[config.mk]
export PLATFORM = sky130hd
export DESIGN_NAME = exu_result
export DESIGN_NICKNAME = d
export VERILOG_FILES = /design/src/source/exu_pkg.sv /design/src/source/exu_result.sv
export VERILOG_INCLUDE_DIRS = /design/src /design/src/source
export SDC_FILE = /design/constraint.sdc
export NUM_CORES = 1
export LEC_CHECK = 0
export BUFFER_PORTS_ARGS = -buffer_cell sky130_fd_sc_hd__buf_4
export CAP_MARGIN = 20
export CELL_PAD_IN_SITES_DETAIL_PLACEMENT = 1
export CELL_PAD_IN_SITES_GLOBAL_PLACEMENT = 1
export CORE_ASPECT_RATIO = 0.9
export CORE_MARGIN = 2
export CORE_UTILIZATION = 15
export DETAILED_ROUTE_END_ITERATION = 8
export PLACE_DENSITY = 0.9
export SLEW_MARGIN = 20
export SYNTH_ARGS = -nofsm -noshare
export SYNTH_HDL_FRONTEND = slang
export SYNTH_SLANG_ARGS = --single-unit
[constraint.sdc]
create_clock -name vclk -period 0.85
set_input_delay 0.0425 -clock vclk [all_inputs]
set_output_delay 0.0425 -clock vclk [all_outputs]
set_load 0.05 [all_outputs]
[src/source/exu_defs.svh]
// --------------------
// Width macros for the execute stage
// Data word, micro-op, unit select, register address, instruction
// --------------------
`ifndef EXU_DEFS_SVH
`define EXU_DEFS_SVH

// Data path
// --------------------
`define EXU_XLEN     32   // Data word width

// Dispatch fields
// --------------------
`define EXU_UOP_W    5    // Micro-op code width
`define EXU_FU_W     4    // One-hot functional unit width

// Register file and fetch
// --------------------
`define EXU_RD_W     5    // Destination register address width
`define EXU_INSTR_W  32   // Raw instruction word width

`endif

[src/source/exu_pkg.sv]
// --------------------
// Execute stage types and code constants
// Micro-ops, unit bit positions, trap cause, ALU control
// --------------------
`include "exu_defs.svh"

package exu_pkg;

    typedef logic [`EXU_XLEN-1:0]    xword_t;     // Data word
    typedef logic [`EXU_UOP_W-1:0]   uop_t;       // Micro-op code
    typedef logic [`EXU_FU_W-1:0]    fu_t;        // One-hot unit select
    typedef logic [`EXU_RD_W-1:0]    reg_addr_t;  // Register address
    typedef logic [1:0]              size_t;      // Instruction size
    typedef logic [`EXU_INSTR_W-1:0] instr_t;     // Instruction word
    typedef logic [3:0]              alu_ctl_t;   // Internal ALU select

    // Unit select bits
    localparam int FU_ALU = 0;
    localparam int FU_LSU = 1;
    localparam int FU_CFU = 2;
    localparam int FU_CSR = 3;

    // ALU micro-ops
    localparam uop_t ALU_ADD  = 5'd1;
    localparam uop_t ALU_SUB  = 5'd2;
    localparam uop_t ALU_XOR  = 5'd3;
    localparam uop_t ALU_OR   = 5'd4;
    localparam uop_t ALU_AND  = 5'd5;
    localparam uop_t ALU_SLL  = 5'd6;
    localparam uop_t ALU_SRL  = 5'd7;
    localparam uop_t ALU_SRA  = 5'd8;
    localparam uop_t ALU_ROR  = 5'd9;
    localparam uop_t ALU_ROL  = 5'd10;
    localparam uop_t ALU_SLT  = 5'd11;
    localparam uop_t ALU_SLTU = 5'd12;

    // CFU micro-ops, top bits 00 conditional, 10 unconditional
    localparam uop_t CFU_BEQ       = 5'b00_001;
    localparam uop_t CFU_BNE       = 5'b00_010;
    localparam uop_t CFU_BLT       = 5'b00_011;
    localparam uop_t CFU_BGE       = 5'b00_100;
    localparam uop_t CFU_BLTU      = 5'b00_101;
    localparam uop_t CFU_BGEU      = 5'b00_110;
    localparam uop_t CFU_JALI      = 5'b10_001;
    localparam uop_t CFU_JALR      = 5'b10_010;
    localparam uop_t CFU_JMP       = 5'b10_011;
    localparam uop_t CFU_TAKEN     = 5'b11_001;  // Resolved branch codes
    localparam uop_t CFU_NOT_TAKEN = 5'b11_010;

    // LSU micro-op flag bits
    localparam int LSU_LOAD  = 3;
    localparam int LSU_STORE = 4;

    localparam int TRAP_CAUSE_W = 6;  // Cause field inside operand B

    // ALU control codes
    localparam alu_ctl_t ACTL_ADD = 4'd0;
    localparam alu_ctl_t ACTL_SUB = 4'd1;
    localparam alu_ctl_t ACTL_XOR = 4'd2;
    localparam alu_ctl_t ACTL_OR  = 4'd3;
    localparam alu_ctl_t ACTL_AND = 4'd4;
    localparam alu_ctl_t ACTL_SLL = 4'd5;
    localparam alu_ctl_t ACTL_SRL = 4'd6;
    localparam alu_ctl_t ACTL_SRA = 4'd7;
    localparam alu_ctl_t ACTL_ROR = 4'd8;
    localparam alu_ctl_t ACTL_ROL = 4'd9;
    localparam alu_ctl_t ACTL_SLT = 4'd10;  // Compare, signedness apart

endpackage

[src/source/exu_result.sv]
// --------------------
// Per-unit result select and branch resolution
// Trap cause, operand load enables, forwarding
// --------------------
`timescale 1ns/10ps

module exu_result import exu_pkg::*; (
    input  fu_t       i_fu,          // One-hot unit select
    input  uop_t      i_uop,         // Incoming micro-op
    input  reg_addr_t i_rd,          // Destination / trap code
    input  logic      i_trap,        // Trap raised upstream
    input  xword_t    i_opr_a,       // Operand A
    input  xword_t    i_opr_c,       // Operand C
    input  xword_t    i_alu_result,  // ALU result
    input  xword_t    i_add_result,  // A + B
    input  logic      i_lt,          // Compare less-than
    input  logic      i_eq,          // Compare equal
    input  logic      i_br_cond,     // Conditional branch
    input  logic      i_br_eq,
    input  logic      i_br_ne,
    input  logic      i_br_lt,
    input  logic      i_br_ge,
    input  logic      i_jalr,        // Target from adder
    input  logic      i_accept,      // Transfer this cycle
    output xword_t    o_opr_a,       // Next s3 operand A
    output xword_t    o_opr_b,       // Next s3 operand B
    output uop_t      o_uop,         // Next s3 micro-op
    output logic      o_opra_ld,     // Operand A load enable
    output logic      o_oprb_ld,     // Operand B load enable
    output xword_t    o_fwd_wdata,   // Forwarded write data
    output logic      o_fwd_load,    // Load in flight
    output logic      o_fwd_csr      // CSR op in flight
);

    localparam int XW = $bits(xword_t);

    logic                    fu_alu;
    logic                    fu_lsu;
    logic                    fu_cfu;
    logic                    fu_csr;
    logic                    lsu_load;
    logic                    lsu_store;
    logic                    br_taken;
    xword_t                  cfu_target;
    logic [TRAP_CAUSE_W-1:0] trap_cause;

    assign fu_alu    = i_fu[FU_ALU];
    assign fu_lsu    = i_fu[FU_LSU];
    assign fu_cfu    = i_fu[FU_CFU];
    assign fu_csr    = i_fu[FU_CSR];
    assign lsu_load  = fu_lsu && i_uop[LSU_LOAD];
    assign lsu_store = fu_lsu && i_uop[LSU_STORE];

    // Branch resolution
    // --------------------
    assign br_taken = (i_br_eq &&  i_eq) || (i_br_ne && !i_eq) ||
                      (i_br_lt &&  i_lt) || (i_br_ge && !i_lt);  // ge is !lt
    assign o_uop    = i_br_cond ? (br_taken ? CFU_TAKEN : CFU_NOT_TAKEN) : i_uop;

    // Jump target, bit 0 always cleared
    assign cfu_target = i_jalr ? (i_add_result & ~xword_t'(1)) :
                                 (i_opr_c      & ~xword_t'(1));

    assign o_opr_a = ({XW{fu_alu}} & i_alu_result) |
                     ({XW{fu_lsu}} & i_add_result) |  // Memory address
                     ({XW{fu_cfu}} & cfu_target)   |
                     ({XW{fu_csr}} & i_opr_a);

    assign trap_cause = TRAP_CAUSE_W'(i_rd);
    assign o_opr_b    = i_trap ? xword_t'(trap_cause) :       // Trap first
                        ({XW{fu_lsu || fu_csr}} & i_opr_c);   // Store / CSR data

    assign o_opra_ld = i_accept;
    assign o_oprb_ld = i_accept && (lsu_store || fu_csr || i_trap);

    // Forwarding
    assign o_fwd_wdata = o_opr_a;
    assign o_fwd_load  = lsu_load;
    assign o_fwd_csr   = fu_csr;

endmodule

Word level (Yosys, flattened, before mapping). Index checks and enable logic that the tools add are counted.

Logic and storage cells: 27. Register bits: 0. Input bits: 152.

Mux-type cells: 4. Reduce and logical (&&, ||, !) cells: 15. Bitwise operators: 8.

Operators with widths (count): 32-bit bitwise AND (5); 32-bit OR (3); 32-bit 2-to-1 mux (2); 1-bit logical AND (7); 1-bit logical OR (6); 5-bit 2-to-1 mux (1); 1-bit zero test (2); 2-bit 2-to-1 mux (1).

Logic depth before layout (Yosys ltp).
Depth in word-level cells: 7. Mapped depth: 5.

Worst setup path before layout. Ideal clock, no wire load.

Path type: in2out. From: in i_fu[2]. To: out o_opr_a[1]. Arrival: 1813 ps. Cell stages on the path: 4. Data required time: 808 ps. Path slack: -1006 ps. Path buffers: 2. Cell sequence: inv_1 > clkbuf_1 > o21ai_0 > buf_4.

Cells in the longest elaborated chain, start to end: 3.

Ends and longest elaborated chain: start, declared (line exu_result.sv:8) `input fu_t i_fu,`; 32-bit bitwise AND (line exu_result.sv:66) `({XW{fu_cfu}} & cfu_target) |`; 32-bit OR (line exu_result.sv:65) `({XW{fu_lsu}} & i_add_result) |`; 32-bit OR (line exu_result.sv:66); end, declared (line exu_result.sv:25) `output xword_t o_opr_a,`.

Every way passes these cells.

Final worst setup path.
From: in i_fu[1]. To: out o_opr_b[3].

Cells in the longest elaborated chain, start to end: 3.

Ends and longest elaborated chain: 1-bit logical OR (line exu_result.sv:71) `({XW{fu_lsu || fu_csr}} & i_opr_c);`; 32-bit bitwise AND (line exu_result.sv:71); 32-bit 2-to-1 mux (line exu_result.sv:70) `assign o_opr_b = i_trap ? xword_t'(trap_cause) :`; end, declared (line exu_result.sv:26) `output xword_t o_opr_b,`.

Every way passes these cells.

==> flow_summary.json <==
{
  "status": "finished, violations left",
  "failed_checks": "negative setup slack",
  "synthDistinctLibCells": 26,
  "yosys_warnings": 0,
  "diodes": 0,
  "crit_fanout": 18,
  "rows": 35,
  "ir_drop_uv": 453,
  "yosys-top-cells-area": "a222oi_1, mux2i_1, buf_4",
  "syn_area_um2": 1570,
  "start_util_pct": 15.4,
  "num-nets-final": 604,
  "drc": 0,
  "vias": 2806,
  "crit_chain": "clkbuf_16 > o21ba_4 > buf_12 > a22o_4 > buf_6",
  "critPathMaxStageDelay_ps": 240,
  "wl_per_cell_um": 20.9,
  "clock.fmax_mhz": 1010,
  "regArea_um2": 0,
  "antenna_found_initial": 0,
  "area_growth_pct": 210,
  "min_period_ps": 992,
  "start_kind": "input port",
  "p_leak_nw": 2.23,
  "rsz0062_at_grt": "true",
  "grt_pass1_vias": 3060,
  "core_area_um2": 10200,
  "routabilityCongestion": 0.857,
  "required_ps": 810,
  "synth_most_common_cell": "buf_4",
  "end_kind": "output pin",
  "netlist_instances": 199,
  "worstHoldPathType": "input port to output pin",
  "cts_hold_buf": 0,
  "hpwl_um": 8410,
  "whs_ps": 356,
  "synth_top_cells_by_count": "buf_4, a222oi_1, mux2i_1",
  "avgSynthCellArea_um2": 7.88,
  "nClkBuffers": 0,
  "cap_viol_max_count": 0,
  "fin_util_pct": 47.7,
  "wl_um": 12100,
  "synth_top_area_cell": "a222oi_1",
  "fp.dieH_um": 101,
  "seq_cells": 0,
  "portBuffers": 257,
  "place_inst": 570,
  "wl_met3_um": 1010,
  "drive_gt1_share_pct": 90.4,
  "slew_headroom_pct": 73.6,
  "pre_cts_ws_ps": -354,
  "path_delay_family": "compound AO/OA/AOI/OAI gates",
  "via_per_inst": 4.85,
  "slowest_stage": "o21ba_4",
  "period_share_pct": 117,
  "dr_wl_met2_um": 6930,
  "dieArea_um2": 11300,
  "netlist.area_leader.share_pct": 19.8,
  "die_w_um": 112,
  "worst_pin_slew_ps": 396,
  "powerDensity_nw_per_um2": 934,
  "drtPass1Iterations": 5,
  "setup_slack_ps": -142,
  "critPathKind": "input port to output pin",
  "stdcell_count": 579,
  "slew_viol_final": 0,
  "grt_pass1_wl_um": 17100,
  "top_layer_used": "met4",
  "drtIter0Drc": 217,
  "route.antenna.remaining_nets": 0,
  "grt_max_degree": 33,
  "grt_overflow": 0,
  "num_io_pins": 257,
  "crit_arrival_ps": 950,
  "hold_viol_final": 0,
  "syn_nets": 351,
  "grt_use_total_pct": 19.0,
  "wirelength_met1_um": 4050,
  "ys_seq_area_share_pct": 0,
  "setup_viol": 99,
  "path_buf_inv": 3
}
-- metrics by stage --
| stage | area, um2 | TNS, ps | total power, mW |
|---|---|---|---|
| global placement | 4030 | -25470 | 3.84 |
| detailed placement | 4030 | -29580 | 3.94 |
| global route | 4870 | -13070 | 4.72 |
| floorplan | 2150 | -14290 | 2.69 |
| CTS | 4600 | -10670 | 4.39 |
| finish | 4870 | -9920 | 4.55 |
-- per-layer routing --
metal,vias to the layer above,track usage (%)
met4,0,1.90
met3,8,3.61
li1,1258,-
met5,-,0
met2,178,39.8
met1,1362,20.1
-- cell usage in the layout, fill, tap and decap left out --
master	netlist	final
buf_8	0	7
and2_2	7	27
o31a_1	1	1
a22oi_2	0	1
a22o_2	2	2
nand2b_1	1	1
o21ai_4	0	30
clkbuf_16	0	4
inv_2	0	1
inv_1	4	2
o221ai_4	0	1
or2_2	3	3
o31ai_4	0	1
a21oi_4	0	1
buf_12	0	6
mux2i_2	0	21
nand2_1	1	1
nor2b_1	2	1
a22o_4	0	3
buf_16	0	5
buf_4	37	177
mux2_4	0	2
buf_6	8	107
mux2i_4	0	4
and2_1	21	1
o21ba_4	1	1
clkinv_2	0	1
mux2i_1	30	5
nor2b_2	0	1
a222oi_1	31	31
a211oi_2	0	1
-- area by class of cell --
cell class	instances	area, um2
repair buffers	306	3000
fillers	1108	5330
multi-input cells	140	1700
well taps	129	161
inverters	4	16.3
-- path summary, 6_finish.rpt --
path | start | end | slack [ps] | cells past startpoint
setup / recovery | i_fu[1] | o_opr_b[3] | -140 | 5
hold / removal | i_accept | o_opra_ld | 360 | 2
-- cells by family (layout without fill, tap and decap cells) --
family	count (synthesis)	in the layout	synth area share, %
AO/OA/AOI/OAI	73	73	36.2
buffers and inverters	59	310	28.9
multiplexers	32	32	20.6
AND/OR/NAND/NOR	35	35	14.4
-- repair_timing --
action,in CTS,in global routing
resized for setup,127,37
pin swaps,26,25
gates cloned,3,4
setup endpoints to repair,100,99
buffers inserted,1,1
hold endpoints to repair,0,0
-- where the power goes --
part / internal, mW / switching (mW)
logic: 2.01 / 2.54
clock network: 0 / 0
registers: 0 / 0
Note: power is estimated with default switching activity, not from simulation.
