<file path="src/source/exu_defs.svh">
// --------------------
// Width macros for the execute stage
// Data word, micro-op, unit select, register address, instruction
// --------------------
`ifndef EXU_DEFS_SVH
`define EXU_DEFS_SVH

// Data path
// --------------------
`define EXU_XLEN     32   // Data word width

// Dispatch fields
// --------------------
`define EXU_UOP_W    5    // Micro-op code width
`define EXU_FU_W     4    // One-hot functional unit width

// Register file and fetch
// --------------------
`define EXU_RD_W     5    // Destination register address width
`define EXU_INSTR_W  32   // Raw instruction word width

`endif

</file>
<file path="src/source/exu_pkg.sv">
// --------------------
// Execute stage types and code constants
// Micro-ops, unit bit positions, trap cause, ALU control
// --------------------
`include "exu_defs.svh"

package exu_pkg;

    typedef logic [`EXU_XLEN-1:0]    xword_t;     // Data word
    typedef logic [`EXU_UOP_W-1:0]   uop_t;       // Micro-op code
    typedef logic [`EXU_FU_W-1:0]    fu_t;        // One-hot unit select
    typedef logic [`EXU_RD_W-1:0]    reg_addr_t;  // Register address
    typedef logic [1:0]              size_t;      // Instruction size
    typedef logic [`EXU_INSTR_W-1:0] instr_t;     // Instruction word
    typedef logic [3:0]              alu_ctl_t;   // Internal ALU select

    // Unit select bits
    localparam int FU_ALU = 0;
    localparam int FU_LSU = 1;
    localparam int FU_CFU = 2;
    localparam int FU_CSR = 3;

    // ALU micro-ops
    localparam uop_t ALU_ADD  = 5'd1;
    localparam uop_t ALU_SUB  = 5'd2;
    localparam uop_t ALU_XOR  = 5'd3;
    localparam uop_t ALU_OR   = 5'd4;
    localparam uop_t ALU_AND  = 5'd5;
    localparam uop_t ALU_SLL  = 5'd6;
    localparam uop_t ALU_SRL  = 5'd7;
    localparam uop_t ALU_SRA  = 5'd8;
    localparam uop_t ALU_ROR  = 5'd9;
    localparam uop_t ALU_ROL  = 5'd10;
    localparam uop_t ALU_SLT  = 5'd11;
    localparam uop_t ALU_SLTU = 5'd12;

    // CFU micro-ops, top bits 00 conditional, 10 unconditional
    localparam uop_t CFU_BEQ       = 5'b00_001;
    localparam uop_t CFU_BNE       = 5'b00_010;
    localparam uop_t CFU_BLT       = 5'b00_011;
    localparam uop_t CFU_BGE       = 5'b00_100;
    localparam uop_t CFU_BLTU      = 5'b00_101;
    localparam uop_t CFU_BGEU      = 5'b00_110;
    localparam uop_t CFU_JALI      = 5'b10_001;
    localparam uop_t CFU_JALR      = 5'b10_010;
    localparam uop_t CFU_JMP       = 5'b10_011;
    localparam uop_t CFU_TAKEN     = 5'b11_001;  // Resolved branch codes
    localparam uop_t CFU_NOT_TAKEN = 5'b11_010;

    // LSU micro-op flag bits
    localparam int LSU_LOAD  = 3;
    localparam int LSU_STORE = 4;

    localparam int TRAP_CAUSE_W = 6;  // Cause field inside operand B

    // ALU control codes
    localparam alu_ctl_t ACTL_ADD = 4'd0;
    localparam alu_ctl_t ACTL_SUB = 4'd1;
    localparam alu_ctl_t ACTL_XOR = 4'd2;
    localparam alu_ctl_t ACTL_OR  = 4'd3;
    localparam alu_ctl_t ACTL_AND = 4'd4;
    localparam alu_ctl_t ACTL_SLL = 4'd5;
    localparam alu_ctl_t ACTL_SRL = 4'd6;
    localparam alu_ctl_t ACTL_SRA = 4'd7;
    localparam alu_ctl_t ACTL_ROR = 4'd8;
    localparam alu_ctl_t ACTL_ROL = 4'd9;
    localparam alu_ctl_t ACTL_SLT = 4'd10;  // Compare, signedness apart

endpackage

</file>
<file path="src/source/exu_pipe_reg.sv">
// --------------------
// Execute to writeback stage register
// Valid / stall / flush, separately loaded operands
// --------------------
`timescale 1ns/10ps

module exu_pipe_reg import exu_pkg::*; (
    input  logic      g_clk,
    input  logic      g_resetn,
    input  logic      i_flush,    // Drop held item
    input  logic      i_valid,    // Ungated s2 valid
    input  logic      i_busy,     // s3 busy
    input  logic      i_opra_ld,  // Operand A enable
    input  logic      i_oprb_ld,  // Operand B enable
    input  reg_addr_t i_rd,
    input  uop_t      i_uop,
    input  fu_t       i_fu,
    input  logic      i_trap,
    input  size_t     i_size,
    input  instr_t    i_instr,
    input  xword_t    i_opr_a,
    input  xword_t    i_opr_b,
    output logic      o_busy,     // Stage cannot take input
    output logic      o_valid,    // Item held
    output reg_addr_t o_rd,
    output uop_t      o_uop,
    output fu_t       o_fu,
    output logic      o_trap,
    output size_t     o_size,
    output instr_t    o_instr,
    output xword_t    o_opr_a,
    output xword_t    o_opr_b
);

    logic accept;

    assign o_busy = o_valid && i_busy;   // Only downstream stalls us
    assign accept = i_valid && !o_busy;

    always_ff @(posedge g_clk) begin
        if (!g_resetn) begin
            o_valid <= 1'b0;
        end else if (i_flush) begin
            o_valid <= 1'b0;             // Flush beats a load
        end else if (!o_busy) begin
            o_valid <= i_valid;
        end
    end

    always_ff @(posedge g_clk) begin
        if (accept) begin
            o_rd    <= i_rd;
            o_uop   <= i_uop;
            o_fu    <= i_fu;
            o_trap  <= i_trap;
            o_size  <= i_size;
            o_instr <= i_instr;
        end
    end

    // Operand B holds across ops that leave it alone
    always_ff @(posedge g_clk) begin
        if (!g_resetn) begin
            o_opr_a <= '0;
            o_opr_b <= '0;
        end else begin
            if (i_opra_ld) begin
                o_opr_a <= i_opr_a;
            end
            if (i_oprb_ld) begin
                o_opr_b <= i_opr_b;
            end
        end
    end

    // Operand enables come from outside and must respect the stall
    a_hold_stable: assert property (@(posedge g_clk) disable iff (!g_resetn)
        (o_valid && i_busy) |=> $stable({o_rd, o_uop, o_fu, o_trap, o_size,
                                         o_instr, o_opr_a, o_opr_b}))
        else $error("exu_pipe_reg: s3 outputs changed while stalled");

endmodule

</file>
<file path="config.mk">
export PLATFORM = sky130hd
export DESIGN_NAME = exu_pipe_reg
export DESIGN_NICKNAME = d
export VERILOG_FILES = /design/src/source/exu_pkg.sv /design/src/source/exu_pipe_reg.sv
export VERILOG_INCLUDE_DIRS = /design/src /design/src/source
export SDC_FILE = /design/constraint.sdc
export NUM_CORES = 1
export LEC_CHECK = 0
export BUFFER_PORTS_ARGS = -buffer_cell sky130_fd_sc_hd__buf_2
export CAP_MARGIN = 20
export CORE_ASPECT_RATIO = 1.1
export CORE_UTILIZATION = 43
export DETAILED_ROUTE_END_ITERATION = 7
export PLACE_DENSITY_LB_ADDON = 0.05
export SETUP_SLACK_MARGIN = 0.02
export SLEW_MARGIN = 20
export SYNTH_ARGS = -nofsm -noshare
export SYNTH_HDL_FRONTEND = slang
export SYNTH_SLANG_ARGS = --single-unit
</file>
<file path="constraint.sdc">
create_clock -name g_clk -period 3.95 [get_ports g_clk]
set_input_delay 0.79 -clock g_clk [delete_from_list [all_inputs] [get_ports g_clk]]
set_output_delay 0.79 -clock g_clk [all_outputs]
set_load 0.01 [all_outputs]
</file>
Yosys cells after proc, flatten, opt, wreduce, memory -nomap -nowiden
Index checks and enable logic that the tools add are counted.

storage, ports and cells
  memory bits (read-only) = 0
  output and inout bits = 115
  register bits after elaboration = 114
  memory bits (writable) = 0
  input bits = 120
  memories kept = 0
  latch bits = 0
  word-level logic and storage cells = 14

cells by class
  reduce and logical (&&, ||, !) cells = 4
  equality and inequality tests = 0
  magnitude comparators = 0
  div/mod/pow operators = 0
  mux-type cells = 0
  bitwise logic cells = 1
  multiply operators = 0
  shift operators = 0
  add/subtract/negate cells = 0

operators with widths
  operator           number
  $logic_and 1x1->1  2
  $reduce_or 2->1    1
  $logic_not 1->1    1
  $not 1->1          1

Logic depth before layout (Yosys ltp)
Gate-level depths: netlist of run 1.

  word-level depth = 3
  depth in mapped cells = 4

Least setup slack after synthesis of run 1
OpenSTA, ideal clock, no wires.

  path type = in2reg
  from = input port i_busy
  to = register o_fu[0] (enable)
  buffers on the path = 0
  cell stages on the path = 2
  arrival time = 3.187 ns
  slack = 0.302 ns
  cells stage by stage = and2_1 > nor2b_1

on the way
  longest elaborated chain between the ends = 3

ends and longest elaborated chain
  item                  line                source
  start, declared       exu_pipe_reg.sv:12  input logic i_busy,
  $logic_and 1x1->1     exu_pipe_reg.sv:37  assign o_busy = o_valid && i_busy;
  $logic_not 1->1       n/a
  $logic_and 1x1->1     exu_pipe_reg.sv:38  assign accept = i_valid && !o_busy;
  named net accept      exu_pipe_reg.sv:35  logic accept;
  end signal, assigned  exu_pipe_reg.sv:54  o_fu <= i_fu;
  end, declared         exu_pipe_reg.sv:27  output fu_t o_fu,

The timed path passes the listed nets, and every way through them passes these cells.
A chain may end at the register's enable or synchronous reset.

Final worst setup path of run 1
  from = input port i_busy
  to = output port o_busy

on the way
  longest elaborated chain between the ends = 1

ends and longest elaborated chain
  item               line                source
  $logic_and 1x1->1  exu_pipe_reg.sv:37
  end, declared      exu_pipe_reg.sv:23  output logic o_busy,

Every way passes these cells.

==> qor_table.md, run 1 <==
| Quantity | Reported |
|---|---|
| Kind of end point of the critical path | output pin |
| Number of distinct standard cells referenced by the synthesized netlist | 12 |
| Final worst path period share | 50.9% |
| GR Util met2 | 29.3% |
| Highest ir drop seen on vdd | 0.294 mV |
| Post-Synthesis Cells | 261 |
| Cell type group with the largest total delay on the critical path | buffers and inverters |
| GR Overflow Total | 0 |
| Sequential cell area | 2770 µm² |
| Maximum frequency from static timing analysis | 497 MHz |
| Initial drt markers | 51 |
| Clock-pin transition on the worst setup and hold timing paths | 0.05 ns |
| Setup TNS | 0 ns |
| Wire length of the first global-routing pass | 12900 µm |
| Startpoint of the lowest-slack register-to-register path | o_valid |
| Layout cells sized above 1 | 51.3% |
| Setup CP Type | in -> out |
| First-pass iteration count of the detailed router | 4 |
| Clock sink total | 114 |
| Path class of the lowest-slack min-delay path | in -> reg |
| Chain of cells forming the critical path | buf_2 -> and2_1 -> buf_2 |
| Number of setup violations in the final report | 0 |
| Start point of the critical path | i_busy |
| Initial antenna violation count | 0 |
| TritonCTS clock tree | yes |
| Placeable core area | 8960 µm² |
| Detailed placer's ending HPWL | 6460 µm |
| Biggest fanout along the worst timing path | 2 |
| Global routing usage summed across all routing layers | 18.4% |
| GR Util met3 | 6.87% |
| Power density over cell area | 520 nW/µm² |
| Headroom to the max-slew limit | 36.2% |
| CP most frequent cell | sky130_fd_sc_hd__buf_2 |
| Inserted Clock Buffers | 17 |
| Mapped Nets | 381 |
| Mean cell area of the mapped netlist | 15.4 µm² |
| Floorplan die area | 9720 µm² |
| Antenna fix cells | 0 |
| Total number of yosys warnings | 0 |
| Most Used Layer, Global Route | met2 |
| Count of input and output buffers | 234 |
| Syn-to-layout area delta | 42.3% |
| Fill cell total of the finished layout | 761 |
| Max-cap viol count | 0 |
| Postcts setup bufs | 0 |
| Least-Margin Pin Slew | 0.956 ns |
| Slowest CP cell | sky130_fd_sc_hd__and2_1 |
| Arrival @ worst endpoint | 1.22 ns |
| Number of antenna-violating nets in the routed design | 0 |
| Starting utilization of the core area | 44.8% |
| Number of hold buffers added after CTS | 0 |
| NumNets Final | 620 |
| Average wire per standard cell | 14.3 µm |
| Number of failing hold endpoints at the final stage | 0 |
| Maximum number of pins on one net before global-route repair | 66 |
| Routed via count divided by cell count | 4.45 |
| Final routed wirelength across all metal layers | 8980 µm |
| Critical path's largest stage delay | 0.18 ns |
| Cell area after synthesis | 4010 µm² |
| DRC viols | 0 |
| Run status | complete, no violations |
| Horiz. Die Dim | 94.1 µm |
| Number of levels the H-tree was split into | 4 |
| Critical path startpoint category | primary input |
| Footprint of the multi-input gates | 1070 µm² |
| Vias in the first global route | 2520 |
| Top-level I/O count | 235 |
| Cell chosen for the clock root | sky130_fd_sc_hd__clkbuf_8 |
| Final Worst Setup Slack | 1.94 ns |
| RSZ-0062 raised after global routing | false |
| Register area share after synthesis | 69.1% |
| Number of instances resized during post-cts repair | 0 |
| Global-route met1 utilization | 21.0% |
| Fin. max-slew vios | 0 |
| Number of buffers and inverters on the critical path | 2 |
| Die boundary height | 103 µm |
| Pre-CTS setup slack | 1.49 ns |
| CP Data Required Time | 3.16 ns |
| Core Rows | 36 |
| Startpoint of the worst hold path | i_flush |
| Source-to-sink clock delay at the later pin of the worst-skew pair | 0.51 ns |
| Leakage power summed over all cells | 2.79 nW |
| Post-layout minimum cycle time | 2.01 ns |
| Buffer levels on the longest clock path | 2 |
| Via Count | 2789 |
| Layout Skew | 0.00745 ns |
| Synth Register Bits | 114 |
| Placer congestion estimate | 0.745 |
==> worst reg2reg max path, delay by kind of cell (launching register included) <==
kind / cells / cell delay [ns]
flip-flops: 1 / 0.31
AND/OR/NAND/NOR: 2 / 0.81
buffers and inverters: 1 / 0.40
==> cells by family after synthesis <==
family                 count (synthesis)  synth area share [%]
flip-flops                           114                  69.1
multiplexers                          64                  16.0
AO/OA/AOI/OAI                          1                 0.125
buffers and inverters                 15                  4.30
AND/OR/NAND/NOR                       67                  10.5
==> synthesized netlist by cell type (all sizes together) <==
master | n | area, µm²
and2b | 1 | 7.51
and2 | 1 | 6.26
dfxtp | 65 | 1300
edfxtp | 49 | 1470
nor2b | 64 | 400
mux2i | 64 | 641
buf | 9 | 150
nor3b | 1 | 7.51
clkbuf | 6 | 22.5
a21oi | 1 | 5.00
==> cell usage in the layout (no fill, tap or decap) <==
cell type                   netlist  layout
sky130_fd_sc_hd__buf_4            1       1
sky130_fd_sc_hd__and2b_1          1       1
sky130_fd_sc_hd__clkbuf_1         6       2
sky130_fd_sc_hd__nor2b_1         64      63
sky130_fd_sc_hd__clkbuf_16        0      16
sky130_fd_sc_hd__clkbuf_8         0       1
sky130_fd_sc_hd__and2_1           1       1
sky130_fd_sc_hd__mux2i_1         64      64
sky130_fd_sc_hd__nor2b_4          0       1
sky130_fd_sc_hd__bufinv_16        0       2
sky130_fd_sc_hd__clkinv_4         0       2
sky130_fd_sc_hd__buf_2            0     234
sky130_fd_sc_hd__dfxtp_1         65      65
sky130_fd_sc_hd__clkinv_2         0       6
sky130_fd_sc_hd__a21oi_1          1       1
sky130_fd_sc_hd__edfxtp_1        49      49
sky130_fd_sc_hd__clkinv_1         0       3
sky130_fd_sc_hd__nor3b_1          1       1
==> through the flow <==
step                      hold WS (ns)  area (µm²)  total power (W)  instances  util (%)
final                            0.436        5710          0.00297        627      63.7
after global routing             0.420        5710          0.00309        627      63.7
after CTS                        0.406        5710          0.00301        627      63.7
after detailed placement         0.498        5170          0.00163        595      57.7
after global placement           0.490        5170          0.00162        595      57.7
after floorplan                  0.538        4010          0.00150        261         -
==> layer usage <==
metal | wire length [µm] | vias to the layer above
li1 | - | 1385
met3 | 763 | 18
met2 | 4370 | 139
met1 | 3650 | 1247
met5 | 0 | -
met4 | 192 | 0
==> layout make-up <==
type	instances	area share (%)
flip-flops and latches	114	48.6
repair buffers	235	20.6
multi-input cells	132	18.8
clock buffers	19	7.39
well taps	114	2.50
clock inverters	13	2.08
==> state kept, by name, summed over array words and instances (netlist names) <==
name and flops:
o_rd 5, o_size 2, o_opr_b 32, o_instr 32, o_trap 1, o_opr_a 32
o_fu 4, o_valid 1, o_uop 5
==> power breakdown <==
group / switching (W) / total, W / internal (W)
Clock: 0.000489 / 0.00137 / 0.000881
Combinational: 0.000133 / 0.000269 / 0.000136
Sequential: 0.0000242 / 0.00133 / 0.00131
Total: 0.000647 / 0.00297 / 0.00232
==> worst paths after layout <==
check,slack (ns),to,cells after the start
setup / recovery,1.94,o_busy,3
hold / removal,0.44,o_valid,2
setup reg to reg,2.11,o_rd[3],3
hold reg to reg,0.51,o_opr_a[27],2
Power figures use the tool's default switching activity.
==> run 2, diff against run 1 <==
--- a/config.mk
+++ b/config.mk
@@ -6,10 +6,11 @@
 export SDC_FILE = /design/constraint.sdc
 export NUM_CORES = 1
 export LEC_CHECK = 0
+export ABC_AREA = 1
 export BUFFER_PORTS_ARGS = -buffer_cell sky130_fd_sc_hd__buf_2
 export CAP_MARGIN = 20
 export CORE_ASPECT_RATIO = 1.1
-export CORE_UTILIZATION = 43
+export CORE_UTILIZATION = 44
 export DETAILED_ROUTE_END_ITERATION = 7
 export PLACE_DENSITY_LB_ADDON = 0.05
 export SETUP_SLACK_MARGIN = 0.02
==> constraint.sdc (replaced) <==
create_clock -name g_clk -period 2 [get_ports g_clk]
set_input_delay 0.4 -clock g_clk [delete_from_list [all_inputs] [get_ports g_clk]]
set_output_delay 0.4 -clock g_clk [all_outputs]
set_load 0.01 [all_outputs]
==> run 2 against run 1 <==
Against the previous run: total power increased by 110%; clock skew decreased by 0.0030 ns; synthesized cell count increased by 77%; combinational power increased by 130%; cell area increased by 4.8%; routed wire length increased by 9.2%; die area increased by 2.5%; utilization increased by 0.58 points; flip-flop and latch count unchanged; worst hold slack got worse by 0.36 ns; cell count increased by 32%; sequential share of layout area decreased by 2.2 points; largest cell class unchanged.
==> qor_table.md, run 2 <==
| Quantity | Reported | Delta |
|---|---|---|
| Placed cell count | 797 | +34% |
| Dominant combinational cell family by area after synthesis | simple AND/OR/NAND/NOR gates |  |
| Layout Skew | 0.00447 ns | -0.00298 ns |
| Max-cap viol count | 0 | unchanged |
| Most repeated cell in the gate-level netlist after synthesis | sky130_fd_sc_hd__nand2_1 |  |
| Number of setup violations in the final report | 0 | unchanged |
| Final routed wirelength across all metal layers | 9810 µm | +9.2% |
| Via Count | 3561 | +28% |
| Path class of the lowest-slack min-delay path | in -> reg |  |
| Final hold slack | 0.0772 ns | -0.359 ns |
| Detailed placer's ending HPWL | 7180 µm | +11% |
| Cell chosen for the clock root | sky130_fd_sc_hd__clkbuf_8 |  |
| Post-synth top area cell | sky130_fd_sc_hd__edfxtp_1 |  |
| Async SR Flop Fraction | 0% | unchanged |
| Setup CP Type | reg -> out |  |
| Mapped Nets | 582 | +53% |
| Initial antenna violation count | 0 | unchanged |
| Fin. max-slew vios | 0 | unchanged |
| Syn-to-layout area delta | 42.0% |  |
| Run status | complete, no violations |  |
| Post-Synthesis Cells | 462 | +77% |
| Most used DFF post-synth | sky130_fd_sc_hd__dfxtp_1 |  |
| Average wire per standard cell | 11.8 µm | -17% |
| Maximum frequency from static timing analysis | 658 MHz |  |
| Critical path startpoint category | flop |  |
| Area fraction in compound gates after synthesis | 0.119% | -0.0059 points |
| Horiz. Die Dim | 95.3 µm | +1.3% |
| GR Overflow Total | 0 | unchanged |
| Vias in the first global route | 3189 | +27% |
| Buffer levels on the longest clock path | 2 | unchanged |
| Critical path's largest stage delay | 0.32 ns | +0.14 ns |
| Number of distinct standard cells referenced by the synthesized netlist | 9 | -3 |
| NumNets Final | 819 | +32% |
| Maximum number of pins on one net before global-route repair | 50 | -24% |
| Postcts setup bufs | 0 | unchanged |
| Number of buffers and inverters on the critical path | 2 | unchanged |
| DRC viols | 0 | unchanged |
| Total number of yosys warnings | 0 | unchanged |
| CP Data Required Time | 1.60 ns | -1.56 ns |
| Kind of end point of the critical path | output pin |  |
| Synthesized-area fraction occupied by adder cells | 0% | unchanged |
| Chain of cells forming the critical path | nand2_1 -> inv_1 -> buf_2 |  |
| Count of input and output buffers | 234 | unchanged |
| Synth Register Bits | 114 | unchanged |
| Global routing usage summed across all routing layers | 19.7% | +1.3 points |
| Count of flip-flops with a built-in enable after synthesis | 49 | unchanged |
| Top flop regs | o_instr: 32 flops, o_opr_a: 32 flops, o_opr_b: 32 flops |  |
| Number of instances resized during post-cts repair | 0 | unchanged |
| Total power | 0.00614 W | +110% |
| Cell type group with the largest total delay on the critical path | flip-flops |  |
| Wire length of the first global-routing pass | 14800 µm | +15% |
| Number of levels the H-tree was split into | 4 | unchanged |
| Register area share after synthesis | 65.8% | -3.3 points |
| Slowest CP cell | sky130_fd_sc_hd__dfxtp_1 |  |
| Biggest fanout along the worst timing path | 2 | unchanged |
| Ranking of synthesized cells by instance count | sky130_fd_sc_hd__nand2_1 (130), sky130_fd_sc_hd__nor2_1 (129), sky130_fd_sc_hd__inv_1 (67) |  |
| Number of failing hold endpoints at the final stage | 0 | unchanged |
| Final worst path period share | 76.0% |  |
| Die boundary height | 105 µm | +1.3% |
| Highest ir drop seen on vdd | 0.719 mV | +140% |
| Share of the synthesized area in the top cell type | 34.9% | -1.7 points |
| Antenna fix cells | 0 | unchanged |
| Placer congestion estimate | 0.735 | -1.4% |
| Layout cells sized above 1 | 38.2% | -13 points |
| Fraction of the core area covered by cells at the end of the flow | 64.3% | +0.58 points |
| Post-layout minimum cycle time | 1.52 ns |  |
| Initial drt markers | 154 | +200% |
| Arrival @ worst endpoint | 1.12 ns | -0.10 ns |
| Source-to-sink clock delay at the later pin of the worst-skew pair | 0.49 ns | -0.02 ns |
| First-pass iteration count of the detailed router | 5 | +1 |
| Power density over cell area | 1030 nW/µm² | +97% |
| Most frequent cells in the layout | sky130_fd_sc_hd__buf_2 (234), sky130_fd_sc_hd__nand2_1 (130), sky130_fd_sc_hd__nor2_1 (128) |  |
| Clock-pin transition on the worst setup and hold timing paths | 0.06 ns | about the same |
| Mean cell area of the mapped netlist | 9.12 µm² | -41% |
| Routed via count divided by cell count | 4.30 | -3.4% |
| Multiplexer share of the synthesized area | 0% | -16 points |
| Leakage power summed over all cells | 3.28 nW | +18% |
| Inserted Clock Buffers | 17 | unchanged |
| Core Rows | 37 | +2.8% |
| Clock sink total | 114 | unchanged |
| Final cell count without fillers | 829 | +32% |
| Starting utilization of the core area | 45.3% | +0.51 points |
| Headroom to the max-slew limit | 73.5% | +37 points |
| Most common cell after layout, fill and taps aside | sky130_fd_sc_hd__buf_2 |  |
| Cell area after synthesis | 4210 µm² | +5.0% |
| Simple-gate share of the synthesized area | 23.1% | +13 points |
| Share of the synthesized netlist area taken by xor and xnor gates | 0% | unchanged |
| Placeable core area | 9310 µm² | +3.8% |
| RSZ-0062 raised after global routing | false |  |
| Setup TNS | 0 ns | unchanged |
| TritonCTS clock tree | yes |  |
| Number of antenna-violating nets in the routed design | 0 | unchanged |
| Synth area leaders | sky130_fd_sc_hd__edfxtp_1 (35%), sky130_fd_sc_hd__dfxtp_1 (31%), sky130_fd_sc_hd__nand2_1 (12%) |  |
| Least-Margin Pin Slew | 0.397 ns | -0.559 ns |
| Number of hold buffers added after CTS | 0 | unchanged |
| Floorplan die area | 9970 µm² | +2.5% |
| Top-level I/O count | 235 | unchanged |
## run 2: worst paths after layout
kind,start,depth (start not counted),slack (ns),to
hold reg to reg,o_opr_b[20],2,0.47,o_opr_b[20]
hold / removal,i_instr[31],1,0.08,o_instr[31]
setup reg to reg,o_valid,4,0.87,o_instr[10]
setup / recovery,o_valid,3,0.48,o_busy
## run 2: final cells by class
type	count	area, µm²
Timing Repair Buffer	239	1250
Sequential cell	114	2770
Inverter	67	251
Clock inverter	14	151
Clock buffer	18	428
Fill cell	833	3320
Multi-Input combinational cell	260	985
Tap cell	117	146
## run 2: worst reg2reg max path, cell delays in order, from the launching register on
cell and delay (ns):
sky130_fd_sc_hd__dfxtp_1 0.30, sky130_fd_sc_hd__nand2_1 0.07, sky130_fd_sc_hd__inv_1 0.07, sky130_fd_sc_hd__nor2_4 0.10, sky130_fd_sc_hd__buf_12 0.25
## run 2: routing by layer
| metal | vias to the layer above | wire, µm | track usage [%] |
|---|---|---|---|
| li1 | 1845 | - | - |
| met1 | 1552 | 3790 | 21.8 |
| met2 | 152 | 4830 | 33.6 |
| met3 | 12 | 1030 | 7.21 |
| met4 | 0 | 162 | 8.12 |
| met5 | - | 0 | 0 |
## run 2: stage by stage
step	worst slack (ns)	area, µm²
final	0.480	5980
after global routing	0.383	5980
after CTS	0.460	5980
after detailed placement	0.661	5400
after global placement	0.667	5400
after floorplan	0.295	4220
## run 2: power breakdown
group	internal, W	switching (W)	total (W)
sequential	0.00259	0.0000559	0.00264
clock	0.00182	0.00107	0.00289
combinational	0.000268	0.000340	0.000608
## run 2: logic make-up (layout without fill, tap and decap cells)
group | after synthesis | after routing
simple gates | 259 | 259
flops | 114 | 114
buf+inv | 88 | 338
compound gates | 1 | 1
